<file path="src/rtl/sysctl_pkg.sv">
package sysctl_pkg;

	// ------------------------------
	// Bus words
	// ------------------------------
	typedef logic [31:0] wb_adr_t;
	typedef logic [31:0] wb_dat_t;

	// CSR word address, bank in the upper 4 bits
	typedef logic [9:0] csr_adr_t;
	localparam int CSR_REG_W = 6;

	// Peripheral pins and interrupt sources
	typedef logic [3:0] gpio_in_t;
	typedef logic [1:0] gpio_out_t;
	// Bit 0 GPIO, bit 1 timer 0, bit 2 timer 1
	typedef logic [2:0] irq_vec_t;

	typedef enum logic [1:0] {
		BR_IDLE,
		BR_ACCESS,
		BR_CAPTURE,
		BR_ACK
	} bridge_state_t;

	// ------------------------------
	// CSR map
	// ------------------------------
	localparam logic [3:0] CSR_BANK_GPIO   = 4'd1;
	localparam logic [3:0] CSR_BANK_TIMER0 = 4'd2;
	localparam logic [3:0] CSR_BANK_TIMER1 = 4'd3;
	localparam logic [3:0] CSR_BANK_IRQ    = 4'd4;

	localparam logic [CSR_REG_W-1:0] REG_GPIO_IN     = 6'd0;
	localparam logic [CSR_REG_W-1:0] REG_GPIO_OUT    = 6'd1;
	localparam logic [CSR_REG_W-1:0] REG_TMR_CTRL    = 6'd0;
	localparam logic [CSR_REG_W-1:0] REG_TMR_COMPARE = 6'd1;
	localparam logic [CSR_REG_W-1:0] REG_TMR_COUNTER = 6'd2;
	localparam logic [CSR_REG_W-1:0] REG_IRQ_PENDING = 6'd0;
	localparam logic [CSR_REG_W-1:0] REG_IRQ_MASK    = 6'd1;

	// Timer control word bits
	localparam int TMR_CTRL_EN = 0;
	localparam int TMR_CTRL_AR = 1;

	// Reset staging, in cycles after the trigger drops
	localparam int BOOT_RST_CYCLES = 128;
	localparam int SYS_RST_CYCLES  = 256;
	localparam int RST_CNT_W       = 9;

endpackage

</file>
<file path="src/rtl/csr_bus_if.sv">
interface csr_bus_if import sysctl_pkg::*; ();

	// Request side, same on every segment
	csr_adr_t csr_a;
	logic     csr_we;
	wb_dat_t  csr_dw;
	// Registered read word, zero when not addressed
	wb_dat_t  csr_dr;

	modport bridge (
		output csr_a,
		output csr_we,
		output csr_dw,
		input  csr_dr
	);

	modport periph (
		input  csr_a,
		input  csr_we,
		input  csr_dw,
		output csr_dr
	);

endinterface

</file>
<file path="src/rtl/reset_seq.sv">
module reset_seq import sysctl_pkg::*; (
	input  logic sys_clk,
	input  logic trigger_reset,
	output logic sys_rst_o,
	output logic boot_rst_n_o
);

	logic [RST_CNT_W-1:0] rst_cnt;

	// Counter value seen at the release edge of each reset
	// Count is SYS_RST_CYCLES + 1 - k before edge k
	logic sys_hold;
	logic boot_hold;

	assign sys_hold  = rst_cnt > RST_CNT_W'(1);
	assign boot_hold = rst_cnt > RST_CNT_W'(SYS_RST_CYCLES - BOOT_RST_CYCLES + 1);

	// Single down-counter, reloaded while the trigger is high
	always_ff @(posedge sys_clk) begin
		if (trigger_reset) begin
			rst_cnt <= RST_CNT_W'(SYS_RST_CYCLES);
		end else if (rst_cnt != '0) begin
			rst_cnt <= rst_cnt - RST_CNT_W'(1);
		end
	end

	// Boot device leaves reset first so it is ready when the system starts
	always_ff @(posedge sys_clk) begin
		if (trigger_reset) begin
			sys_rst_o    <= 1'b1;
			boot_rst_n_o <= 1'b0;
		end else begin
			sys_rst_o    <= sys_hold;
			boot_rst_n_o <= !boot_hold;
		end
	end

endmodule

</file>
<file path="src/rtl/wb_csr_bridge.sv">
module wb_csr_bridge import sysctl_pkg::*; (
	input  logic    sys_clk,
	input  logic    sys_rst_i,
	input  wb_adr_t wb_adr_i,
	input  wb_dat_t wb_dat_i,
	output wb_dat_t wb_dat_o,
	input  logic    wb_we_i,
	input  logic    wb_cyc_i,
	input  logic    wb_stb_i,
	output logic    wb_ack_o,
	csr_bus_if.bridge gpio_bus,
	csr_bus_if.bridge tmr0_bus,
	csr_bus_if.bridge tmr1_bus,
	csr_bus_if.bridge irq_bus
);

	bridge_state_t state;
	csr_adr_t      csr_a_q;
	logic          csr_we_q;
	wb_dat_t       csr_dw_q;

	// ------------------------------
	// Access sequencer
	// ------------------------------
	// Idle -> access -> capture -> ack -> idle
	// Strobe is not looked at in the ack cycle, so a held strobe is taken once
	always_ff @(posedge sys_clk) begin
		if (sys_rst_i) begin
			state    <= BR_IDLE;
			csr_a_q  <= '0;
			csr_we_q <= 1'b0;
		end else begin
			csr_we_q <= 1'b0;
			case (state)
				BR_IDLE: begin
					if (wb_cyc_i && wb_stb_i) begin
						// Byte address to word address
						csr_a_q  <= wb_adr_i[11:2];
						csr_we_q <= wb_we_i;
						state    <= BR_ACCESS;
					end
				end
				BR_ACCESS:  state <= BR_CAPTURE;
				BR_CAPTURE: state <= BR_ACK;
				default:    state <= BR_IDLE;
			endcase
		end
	end

	// Write data held for the whole access
	always_ff @(posedge sys_clk) begin
		if (sys_rst_i) begin
			csr_dw_q <= '0;
		end else if (state == BR_IDLE && wb_cyc_i && wb_stb_i) begin
			csr_dw_q <= wb_dat_i;
		end
	end

	// Peripheral words arrive one cycle after the address and are ORed together
	always_ff @(posedge sys_clk) begin
		if (sys_rst_i) begin
			wb_dat_o <= '0;
		end else if (state == BR_CAPTURE) begin
			wb_dat_o <= gpio_bus.csr_dr | tmr0_bus.csr_dr | tmr1_bus.csr_dr
				| irq_bus.csr_dr;
		end
	end

	assign wb_ack_o = (state == BR_ACK);

	// Same request on every segment
	assign gpio_bus.csr_a  = csr_a_q;
	assign gpio_bus.csr_we = csr_we_q;
	assign gpio_bus.csr_dw = csr_dw_q;
	assign tmr0_bus.csr_a  = csr_a_q;
	assign tmr0_bus.csr_we = csr_we_q;
	assign tmr0_bus.csr_dw = csr_dw_q;
	assign tmr1_bus.csr_a  = csr_a_q;
	assign tmr1_bus.csr_we = csr_we_q;
	assign tmr1_bus.csr_dw = csr_dw_q;
	assign irq_bus.csr_a   = csr_a_q;
	assign irq_bus.csr_we  = csr_we_q;
	assign irq_bus.csr_dw  = csr_dw_q;

endmodule

</file>
<file path="src/rtl/sysctl_gpio.sv">
module sysctl_gpio import sysctl_pkg::*; (
	input  logic      sys_clk,
	input  logic      sys_rst_i,
	input  gpio_in_t  gpio_i,
	output gpio_out_t gpio_o,
	output logic      irq_o,
	csr_bus_if.periph csr
);

	gpio_in_t gpio_s1;
	gpio_in_t gpio_s2;
	gpio_in_t gpio_prev;

	logic                 bank_hit;
	logic [CSR_REG_W-1:0] reg_idx;

	assign bank_hit = (csr.csr_a[$bits(csr_adr_t)-1:CSR_REG_W] == CSR_BANK_GPIO);
	assign reg_idx  = csr.csr_a[CSR_REG_W-1:0];

	// ------------------------------
	// Input sync and change detect
	// ------------------------------
	always_ff @(posedge sys_clk) begin
		if (sys_rst_i) begin
			gpio_s1   <= '0;
			gpio_s2   <= '0;
			gpio_prev <= '0;
			irq_o     <= 1'b0;
		end else begin
			gpio_s1   <= gpio_i;
			gpio_s2   <= gpio_s1;
			gpio_prev <= gpio_s2;
			// Any bit toggled since last cycle
			irq_o     <= (gpio_s2 != gpio_prev);
		end
	end

	// Output register
	always_ff @(posedge sys_clk) begin
		if (sys_rst_i) begin
			gpio_o <= '0;
		end else if (csr.csr_we && bank_hit && reg_idx == REG_GPIO_OUT) begin
			gpio_o <= csr.csr_dw[$bits(gpio_out_t)-1:0];
		end
	end

	// Read port, zero outside the bank
	always_ff @(posedge sys_clk) begin
		csr.csr_dr <= '0;
		if (bank_hit) begin
			case (reg_idx)
				REG_GPIO_IN:  csr.csr_dr <= wb_dat_t'(gpio_s2);
				REG_GPIO_OUT: csr.csr_dr <= wb_dat_t'(gpio_o);
				default:      csr.csr_dr <= '0;
			endcase
		end
	end

endmodule

</file>
<file path="src/rtl/sysctl_timer.sv">
module sysctl_timer import sysctl_pkg::*; #(
	parameter logic [3:0] CSR_BANK = CSR_BANK_TIMER0
) (
	input  logic sys_clk,
	input  logic sys_rst_i,
	output logic irq_o,
	csr_bus_if.periph csr
);

	logic    en;
	logic    ar;
	wb_dat_t compare;
	wb_dat_t counter;
	wb_dat_t ctrl_word;

	logic                 bank_hit;
	logic                 wr_hit;
	logic [CSR_REG_W-1:0] reg_idx;

	assign bank_hit = (csr.csr_a[$bits(csr_adr_t)-1:CSR_REG_W] == CSR_BANK);
	assign reg_idx  = csr.csr_a[CSR_REG_W-1:0];
	assign wr_hit   = csr.csr_we && bank_hit;

	always_comb begin
		ctrl_word = '0;
		ctrl_word[TMR_CTRL_EN] = en;
		ctrl_word[TMR_CTRL_AR] = ar;
	end

	// ------------------------------
	// Counter and match
	// ------------------------------
	// CSR writes come last and override the count path
	always_ff @(posedge sys_clk) begin
		if (sys_rst_i) begin
			en      <= 1'b0;
			ar      <= 1'b0;
			compare <= '0;
			counter <= '0;
			irq_o   <= 1'b0;
		end else begin
			irq_o <= 1'b0;
			if (en) begin
				if (counter == compare) begin
					// Wrap and flag in the same cycle
					counter <= '0;
					irq_o   <= 1'b1;
					// One-shot stops itself
					if (!ar) begin
						en <= 1'b0;
					end
				end else begin
					counter <= counter + 32'd1;
				end
			end
			if (wr_hit) begin
				case (reg_idx)
					REG_TMR_CTRL: begin
						en <= csr.csr_dw[TMR_CTRL_EN];
						ar <= csr.csr_dw[TMR_CTRL_AR];
					end
					REG_TMR_COMPARE: compare <= csr.csr_dw;
					REG_TMR_COUNTER: counter <= csr.csr_dw;
					default: ;
				endcase
			end
		end
	end

	// Read port
	always_ff @(posedge sys_clk) begin
		csr.csr_dr <= '0;
		if (bank_hit) begin
			case (reg_idx)
				REG_TMR_CTRL:    csr.csr_dr <= ctrl_word;
				REG_TMR_COMPARE: csr.csr_dr <= compare;
				REG_TMR_COUNTER: csr.csr_dr <= counter;
				default:         csr.csr_dr <= '0;
			endcase
		end
	end

endmodule

</file>
<file path="src/rtl/irq_ctrl.sv">
module irq_ctrl import sysctl_pkg::*; (
	input  logic     sys_clk,
	input  logic     sys_rst_i,
	input  irq_vec_t irq_src_i,
	output logic     irq_o,
	csr_bus_if.periph csr
);

	irq_vec_t pending;
	irq_vec_t mask;
	irq_vec_t pend_clr;

	logic                 bank_hit;
	logic [CSR_REG_W-1:0] reg_idx;

	assign bank_hit = (csr.csr_a[$bits(csr_adr_t)-1:CSR_REG_W] == CSR_BANK_IRQ);
	assign reg_idx  = csr.csr_a[CSR_REG_W-1:0];

	// Write-one-to-clear on the pending word
	assign pend_clr = (csr.csr_we && bank_hit && reg_idx == REG_IRQ_PENDING)
		? csr.csr_dw[$bits(irq_vec_t)-1:0] : '0;

	// ------------------------------
	// Pending, mask, output
	// ------------------------------
	always_ff @(posedge sys_clk) begin
		if (sys_rst_i) begin
			pending <= '0;
			mask    <= '0;
			irq_o   <= 1'b0;
		end else begin
			// New event wins over a clear in the same cycle
			pending <= (pending & ~pend_clr) | irq_src_i;
			if (csr.csr_we && bank_hit && reg_idx == REG_IRQ_MASK) begin
				mask <= csr.csr_dw[$bits(irq_vec_t)-1:0];
			end
			irq_o <= |(pending & mask);
		end
	end

	// Read port
	always_ff @(posedge sys_clk) begin
		csr.csr_dr <= '0;
		if (bank_hit) begin
			case (reg_idx)
				REG_IRQ_PENDING: csr.csr_dr <= wb_dat_t'(pending);
				REG_IRQ_MASK:    csr.csr_dr <= wb_dat_t'(mask);
				default:         csr.csr_dr <= '0;
			endcase
		end
	end

endmodule

</file>
<file path="src/rtl/sysctl_top.sv">
module sysctl_top import sysctl_pkg::*; (
	input  logic      sys_clk,
	input  logic      trigger_reset,
	input  wb_adr_t   wb_adr_i,
	input  wb_dat_t   wb_dat_i,
	output wb_dat_t   wb_dat_o,
	input  logic      wb_we_i,
	input  logic      wb_cyc_i,
	input  logic      wb_stb_i,
	output logic      wb_ack_o,
	input  gpio_in_t  gpio_i,
	output gpio_out_t gpio_o,
	output logic      irq_o,
	output logic      boot_rst_n_o
);

	logic sys_rst;
	logic gpio_irq;
	logic timer0_irq;
	logic timer1_irq;

	// One CSR segment per peripheral
	csr_bus_if gpio_bus ();
	csr_bus_if tmr0_bus ();
	csr_bus_if tmr1_bus ();
	csr_bus_if irq_bus ();

	// ------------------------------
	// Reset and bus bridge
	// ------------------------------
	reset_seq u_reset_seq (
		.sys_clk      (sys_clk),
		.trigger_reset(trigger_reset),
		.sys_rst_o    (sys_rst),
		.boot_rst_n_o (boot_rst_n_o)
	);

	wb_csr_bridge u_bridge (
		.sys_clk  (sys_clk),
		.sys_rst_i(sys_rst),
		.wb_adr_i (wb_adr_i),
		.wb_dat_i (wb_dat_i),
		.wb_dat_o (wb_dat_o),
		.wb_we_i  (wb_we_i),
		.wb_cyc_i (wb_cyc_i),
		.wb_stb_i (wb_stb_i),
		.wb_ack_o (wb_ack_o),
		.gpio_bus (gpio_bus),
		.tmr0_bus (tmr0_bus),
		.tmr1_bus (tmr1_bus),
		.irq_bus  (irq_bus)
	);

	// ------------------------------
	// Peripherals
	// ------------------------------
	sysctl_gpio u_gpio (
		.sys_clk  (sys_clk),
		.sys_rst_i(sys_rst),
		.gpio_i   (gpio_i),
		.gpio_o   (gpio_o),
		.irq_o    (gpio_irq),
		.csr      (gpio_bus)
	);

	sysctl_timer #(.CSR_BANK(CSR_BANK_TIMER0)) u_timer0 (
		.sys_clk  (sys_clk),
		.sys_rst_i(sys_rst),
		.irq_o    (timer0_irq),
		.csr      (tmr0_bus)
	);

	sysctl_timer #(.CSR_BANK(CSR_BANK_TIMER1)) u_timer1 (
		.sys_clk  (sys_clk),
		.sys_rst_i(sys_rst),
		.irq_o    (timer1_irq),
		.csr      (tmr1_bus)
	);

	// Source order matches irq_vec_t
	irq_ctrl u_irq_ctrl (
		.sys_clk  (sys_clk),
		.sys_rst_i(sys_rst),
		.irq_src_i({timer1_irq, timer0_irq, gpio_irq}),
		.irq_o    (irq_o),
		.csr      (irq_bus)
	);

endmodule

</file>
<file path="config.mk">
export PLATFORM = sky130hd
export DESIGN_NAME = sysctl_top
export DESIGN_NICKNAME = d
export VERILOG_FILES = /design/src/rtl/sysctl_pkg.sv /design/src/rtl/csr_bus_if.sv /design/src/rtl/reset_seq.sv /design/src/rtl/wb_csr_bridge.sv /design/src/rtl/sysctl_gpio.sv /design/src/rtl/sysctl_timer.sv /design/src/rtl/irq_ctrl.sv /design/src/rtl/sysctl_top.sv
export SDC_FILE = /design/constraint.sdc
export NUM_CORES = 1
export LEC_CHECK = 0
export BUFFER_PORTS_ARGS = -buffer_cell sky130_fd_sc_hd__buf_2
export CAP_MARGIN = 10
export CELL_PAD_IN_SITES_DETAIL_PLACEMENT = 0
export CELL_PAD_IN_SITES_GLOBAL_PLACEMENT = 1
export CORE_UTILIZATION = 45
export CTS_CLUSTER_DIAMETER = 80
export DETAILED_ROUTE_END_ITERATION = 7
export PLACE_DENSITY_LB_ADDON = 0.3
export SLEW_MARGIN = 30
export SYNTH_ARGS = -nofsm -noshare
export SYNTH_HDL_FRONTEND = slang
export SYNTH_SLANG_ARGS = --single-unit
</file>
<file path="constraint.sdc">
create_clock -name sys_clk -period 3 [get_ports sys_clk]
set_clock_uncertainty 0.2 [all_clocks]
set_input_delay 0.3 -clock sys_clk [delete_from_list [all_inputs] [get_ports sys_clk]]
set_output_delay 0.3 -clock sys_clk [all_outputs]
set_load 0.02 [all_outputs]
</file>
# Word-level counts from Yosys, hierarchy flattened
# Index checks and enable logic that the tools add are counted.
# op_classes
n_eq_ne	13
n_reduce_logical	23
bitwise_logic	11
add_sub_neg	3
mux	27
n_lt_le_gt_ge	2
# op_table
cell	n
$mux 32	8
$pmux 32 s3	2
$or 32x32->32	3
$add 32x1->32 const B	2
$eq 32x32->1	2
$mux 1	12
$logic_and 1x1->1	10
$reduce_and 2->1	5
$gt 9x1->1 const B	1
$gt 9x8->1 const B	1
$reduce_bool 9->1	1
$sub 9x1->9 const B	1
$eq 4x2->1 const B	2
$pmux 4 s2	1
$and 3x3->3	2
$eq 6x1->1 const B	1
$eq 6x2->1 const B	1
$logic_not 6->1	1
$pmux 2 s3	1
$pmux 3 s2	1
$reduce_or 3->1	2
$eq 2x2->1 const B	2
$eq 4x1->1 const B	1
$eq 4x3->1 const B	1
other kinds (11)	15
# word_totals
regBits	372
word_cells	109
out_inout_bits	37
in_bits	73

# Depth between registers and ports, before layout
# logic_depth
depth_word	7
depth_mapped	8
depth_no_buf	7

# Modules after synthesis
# Synthesis repeated with hierarchy kept, for this count alone.
# hier_totals
hier_cells	1728
area_unflattened_um2	15103.2
# modules_own_cells
mod	cells_each	area_each_um2	instances	seq_area_each_um2
sysctl_timer (u_timer0)	521	4342.9	1	1981.9
sysctl_timer (u_timer1)	521	4341.7	1	1981.9
wb_csr_bridge	467	4316.6	1	1541.5
sysctl_gpio	83	853.3	1	380.4
irq_ctrl	74	671.9	1	200.2
reset_seq	62	576.8	1	220.2

# Least setup slack after synthesis
# Ideal clock, no wire load.
# synth_path
path_kind	register to register
from	register u_timer1.counter[9]
to	register u_timer1.counter[20]
setup_time_ns	0.132
required_ns	2.668
stages_incl_launch_ff	9
path_buffers	2
slack_ns	0.841
arrival_ns	1.827
period_less_slack_ns	2.159
cell_sequence	dfxtp_1 -> clkbuf_1 -> xnor2_1 -> nand4_1 -> nor4_1 -> nand3_1 -> nand2_1 -> buf_4 -> o31ai_1
# synth_between
elab_chain_len	5
word_cells_on_any_way	6
cone_classes	1 x add/sub; 1 x eq/ne; 4 x mux
# synth_lines
element	line_no	rtl
start, declared	sysctl_timer.sv:13	wb_dat_t counter;
start signal, assigned	sysctl_timer.sv:53	counter <= counter + 32'd1;
start signal, assigned	sysctl_timer.sv:63	REG_TMR_COUNTER: counter <= csr.csr_dw;
$add 32x1->32 / $eq 32x32->1 (equally long branches)	sysctl_timer.sv:53, sysctl_timer.sv:44	
$mux 32 (*)	sysctl_timer.sv:44	if (counter == compare) begin
$mux 32 (*)	sysctl_timer.sv:43	if (en) begin
$mux 32	sysctl_timer.sv:57	case (reg_idx)
$mux 32 (*)	sysctl_timer.sv:56	if (wr_hit) begin
# Every way passes the cells marked *; elsewhere a longest branch is shown, timed or not.
# A chain may end at the register's enable or synchronous reset.

# Worst setup path after layout
# layout_path
from	register u_timer0.counter[24]
to	register u_timer0.counter[14]
# layout_between
elab_chain_len	5
# layout_lines
element	line_no
start, declared	sysctl_timer.sv:13
start signal, assigned	sysctl_timer.sv:53
start signal, assigned	sysctl_timer.sv:63
$eq 32x32->1 (*)	sysctl_timer.sv:44
$mux 32 (*)	sysctl_timer.sv:44
$mux 32 (*)	sysctl_timer.sv:43
$mux 32	sysctl_timer.sv:57
$mux 32 (*)	sysctl_timer.sv:56
# Marks and branches as above.

==> results.ini <==
[outcome]
status = complete, no violations

[hold_path]
hp-class = flip-flop to flip-flop
worstHoldStart = u_gpio.gpio_s1[3]
holdPathEnd = u_gpio.gpio_s2[3]
holdPathStages = 1

[finish]
drive_gt1_frac = 0.1250
final_util = 0.5511
fillers = 2703
final_common_cell = dfxtp_1
antenna_cells = 0
nets = 1726
layout_common_cells = dfxtp_1, nand2_1, nor2_1
areaGrowthSynthToFinish_pct = 19.30
fin_cells = 2050
postLayoutCellArea_um2 = 15480

[floorplan]
core_um2 = 28090
io_pins = 110
die_w_um = 171.8
start_util = 0.4620
design.die.area_um2 = 29520
rows = 61
die_h_um = 171.8

[grt]
grt_use_total = 0.2553
grt_pass1_wl_um = 57490
grt_max_degree = 122
antenna_found_initial = 0
grt_remaining_overflow = 0
grt_pass1_vias = 10368

[cts]
cts_buffer_depth = 3
cts_tree = done
clock_sinks = 315
clock_latency_ps = 520
cts-buffers-inserted = 35
cts_root_buffer = clkbuf_16
cts_setup_buffers = 0
path_clk_slew_ps = 60
htree_levels = 2

[placed_design]
place_inst = 1936
io_buffers = 87
gp_congestion = 0.8541
dpl_cell_area_um2 = 13790
detailedPlacementHpwl_um = 23960
place_ws_ps = 495.7

[detailed_routing]
wire_per_inst_um = 17.96
vias = 10928
drc = 0
via_per_inst = 5.331
route.antenna.remaining_nets = 0
drt_wl_total_um = 36810
first_iter_violations = 842
first_pass_iters = 6

[sta]
rsz0062_at_grt = false
layout_setup_ws_ps = 387.3
hold_violations = 0
fin_tns_setup_ps = 0
max_freq_mhz = 382.8
tightest_slew_ps = 723.6
finalSetupViolCount = 0
hold_ws_ps = 235.5
min_period_ps = 2613
slew_viol_final = 0
relSlewSlack = 0.5176
finalCritPeriodShare = 0.8709

[critical_path]
r2r_slack_ps = 390
required_ps = 3180
r2r-end = u_timer0.counter[14]
cp_slowest_cell = nor4_1
critPathLaunchType = flip-flop
end_kind = flip-flop
arrival_ps = 2790
path_class = flip-flop to flip-flop
cp_cell_sequence = xnor2_1 -> nand4_1 -> nor4_1 -> nand3_1 -> nand2_2 -> o21ai_0
crit_path_max_incr_delay_ps = 630
r2r_cells = 6
r2r-start = u_timer0.counter[24]
path_max_fanout = 18

[power_and_ir_drop]
power_density_nw_per_um2 = 588.4
power_mw = 9.108
ir_worst_vdd_mv = 0.3626
power_leakage_nw = 5.117

[yosys]
ys.warnings.count = 0
ys_ff_latch = 315
syn_area_um2 = 12970
yosysTopAreaCellShare = 0.4860
synthCells = 1537
seq_area_frac_synth = 0.4860
yosys-top-cells-area = dfxtp_1, nand2_1, xnor2_1, a21oi_1, nor2_1
ys.flop_type = dfxtp_1
avgSynthCellArea_um2 = 8.442
synth-edff-count = 0
synth_fp_nets = 1617
yosysTopAreaCell = dfxtp_1
async_flop_share = 0
ys_types = 57

[run]
drv_cap = 0

==> per-layer routing <==
| layer | wire [um] | share of wire | vias to the layer above | track usage |
|---|---|---|---|---|
| li1 | - | - | 5450 | - |
| met1 | 17100 | 0.46 | 5123 | 0.3468 |
| met2 | 16730 | 0.45 | 291 | 0.4105 |
| met3 | 1901 | 0.052 | 64 | 0.04027 |
| met4 | 1074 | 0.029 | 0 | 0.08811 |
| met5 | 0 | 0 | - | 0 |
==> worst max path at each step <==
stage | cells after the start | slack (ps) | startpoint | endpoint
2_1_floorplan | 8 | 840 | u_timer1.counter[9] | u_timer1.counter[20]
3_3_place_gp | 6 | 530 | u_timer0.compare[30] | u_timer0.counter[14]
3_5_place_dp | 6 | 500 | u_timer0.counter[24] | u_timer0.counter[14]
4_1_cts | 6 | 470 | u_timer0.counter[24] | u_timer0.counter[14]
5_1_grt | 6 | 200 | u_timer0.counter[24] | u_timer0.counter[15]
6_report | 6 | 390 | u_timer0.counter[24] | u_timer0.counter[14]
==> layout make-up <==
cell class                 count  area, um^2  share of cell area
clock buffer                  57        1111             0.07178
clock inverter                 6       63.81            0.004123
inverter                       9       33.78            0.002183
multi-input combinational   1107        6203              0.4008
sequential                   315        6310              0.4076
tap                          378       473.0             0.03056
timing repair buffer         178        1284             0.08294
==> timing repair <==
action                                 in CTS  in global routing
hold buffers                               51                  0
endpoints found under the hold margin      60                  0
gates resized for setup                     0                  0
==> sequential cells by signal (all words and copies together) (netlist names), 3 cells and up <==
register	count
u_bridge.gpio_bus.csr_dw	32
u_bridge.wb_dat_o	32
u_timer0.compare	32
u_timer0.counter	32
u_timer0.csr.csr_dr	32
u_timer1.compare	32
u_timer1.counter	32
u_timer1.csr.csr_dr	32
u_bridge.gpio_bus.csr_a	10
u_reset_seq.rst_cnt	9
u_gpio.csr.csr_dr	4
u_gpio.gpio_prev	4
u_gpio.gpio_s1	4
u_gpio.gpio_s2	4
u_irq_ctrl.csr.csr_dr	3
u_irq_ctrl.mask	3
u_irq_ctrl.pending	3
==> synth_stat cells (all sizes together), types with 20 or more instances <==
master	n
dfxtp	315
nand3	46
nor2	178
xnor2	98
o31ai	25
a22oi	66
o21ai	20
buf	34
nand4	36
a21oi	138
clkbuf	72
xor2	33
nand2	315
a211oi	35
==> cell families (layout without fill, tap and decap cells) <==
group	count (synthesis)	count (layout)	share of synthesized area
and+or+nand+nor	664	664	0.2301
DFF	315	315	0.4860
AOI/OAI and AO/OA	291	291	0.1395
xor gates and xnor gates	131	131	0.08843
buffers and inverters	115	250	0.03819
muxes	14	14	0.01099
adders and majority gates	7	7	0.006750
==> critical path, delay by kind of cell (launching register included) <==
kind                      cells  cell delay, ps
DFF                           1             440
xor gates and xnor gates      1             190
and+or+nand+nor               4            1470
AOI/OAI and AO/OA             1             160
==> report_power, final <==
part | switching [mW] | total [mW] | internal [mW]
sequential | 0.0873 | 4.33 | 4.25
clock | 1.71 | 4.33 | 2.62
combinational | 0.262 | 0.448 | 0.186
total | 2.05 | 9.11 | 7.05
No activity file was read; power rests on OpenSTA's default activity.
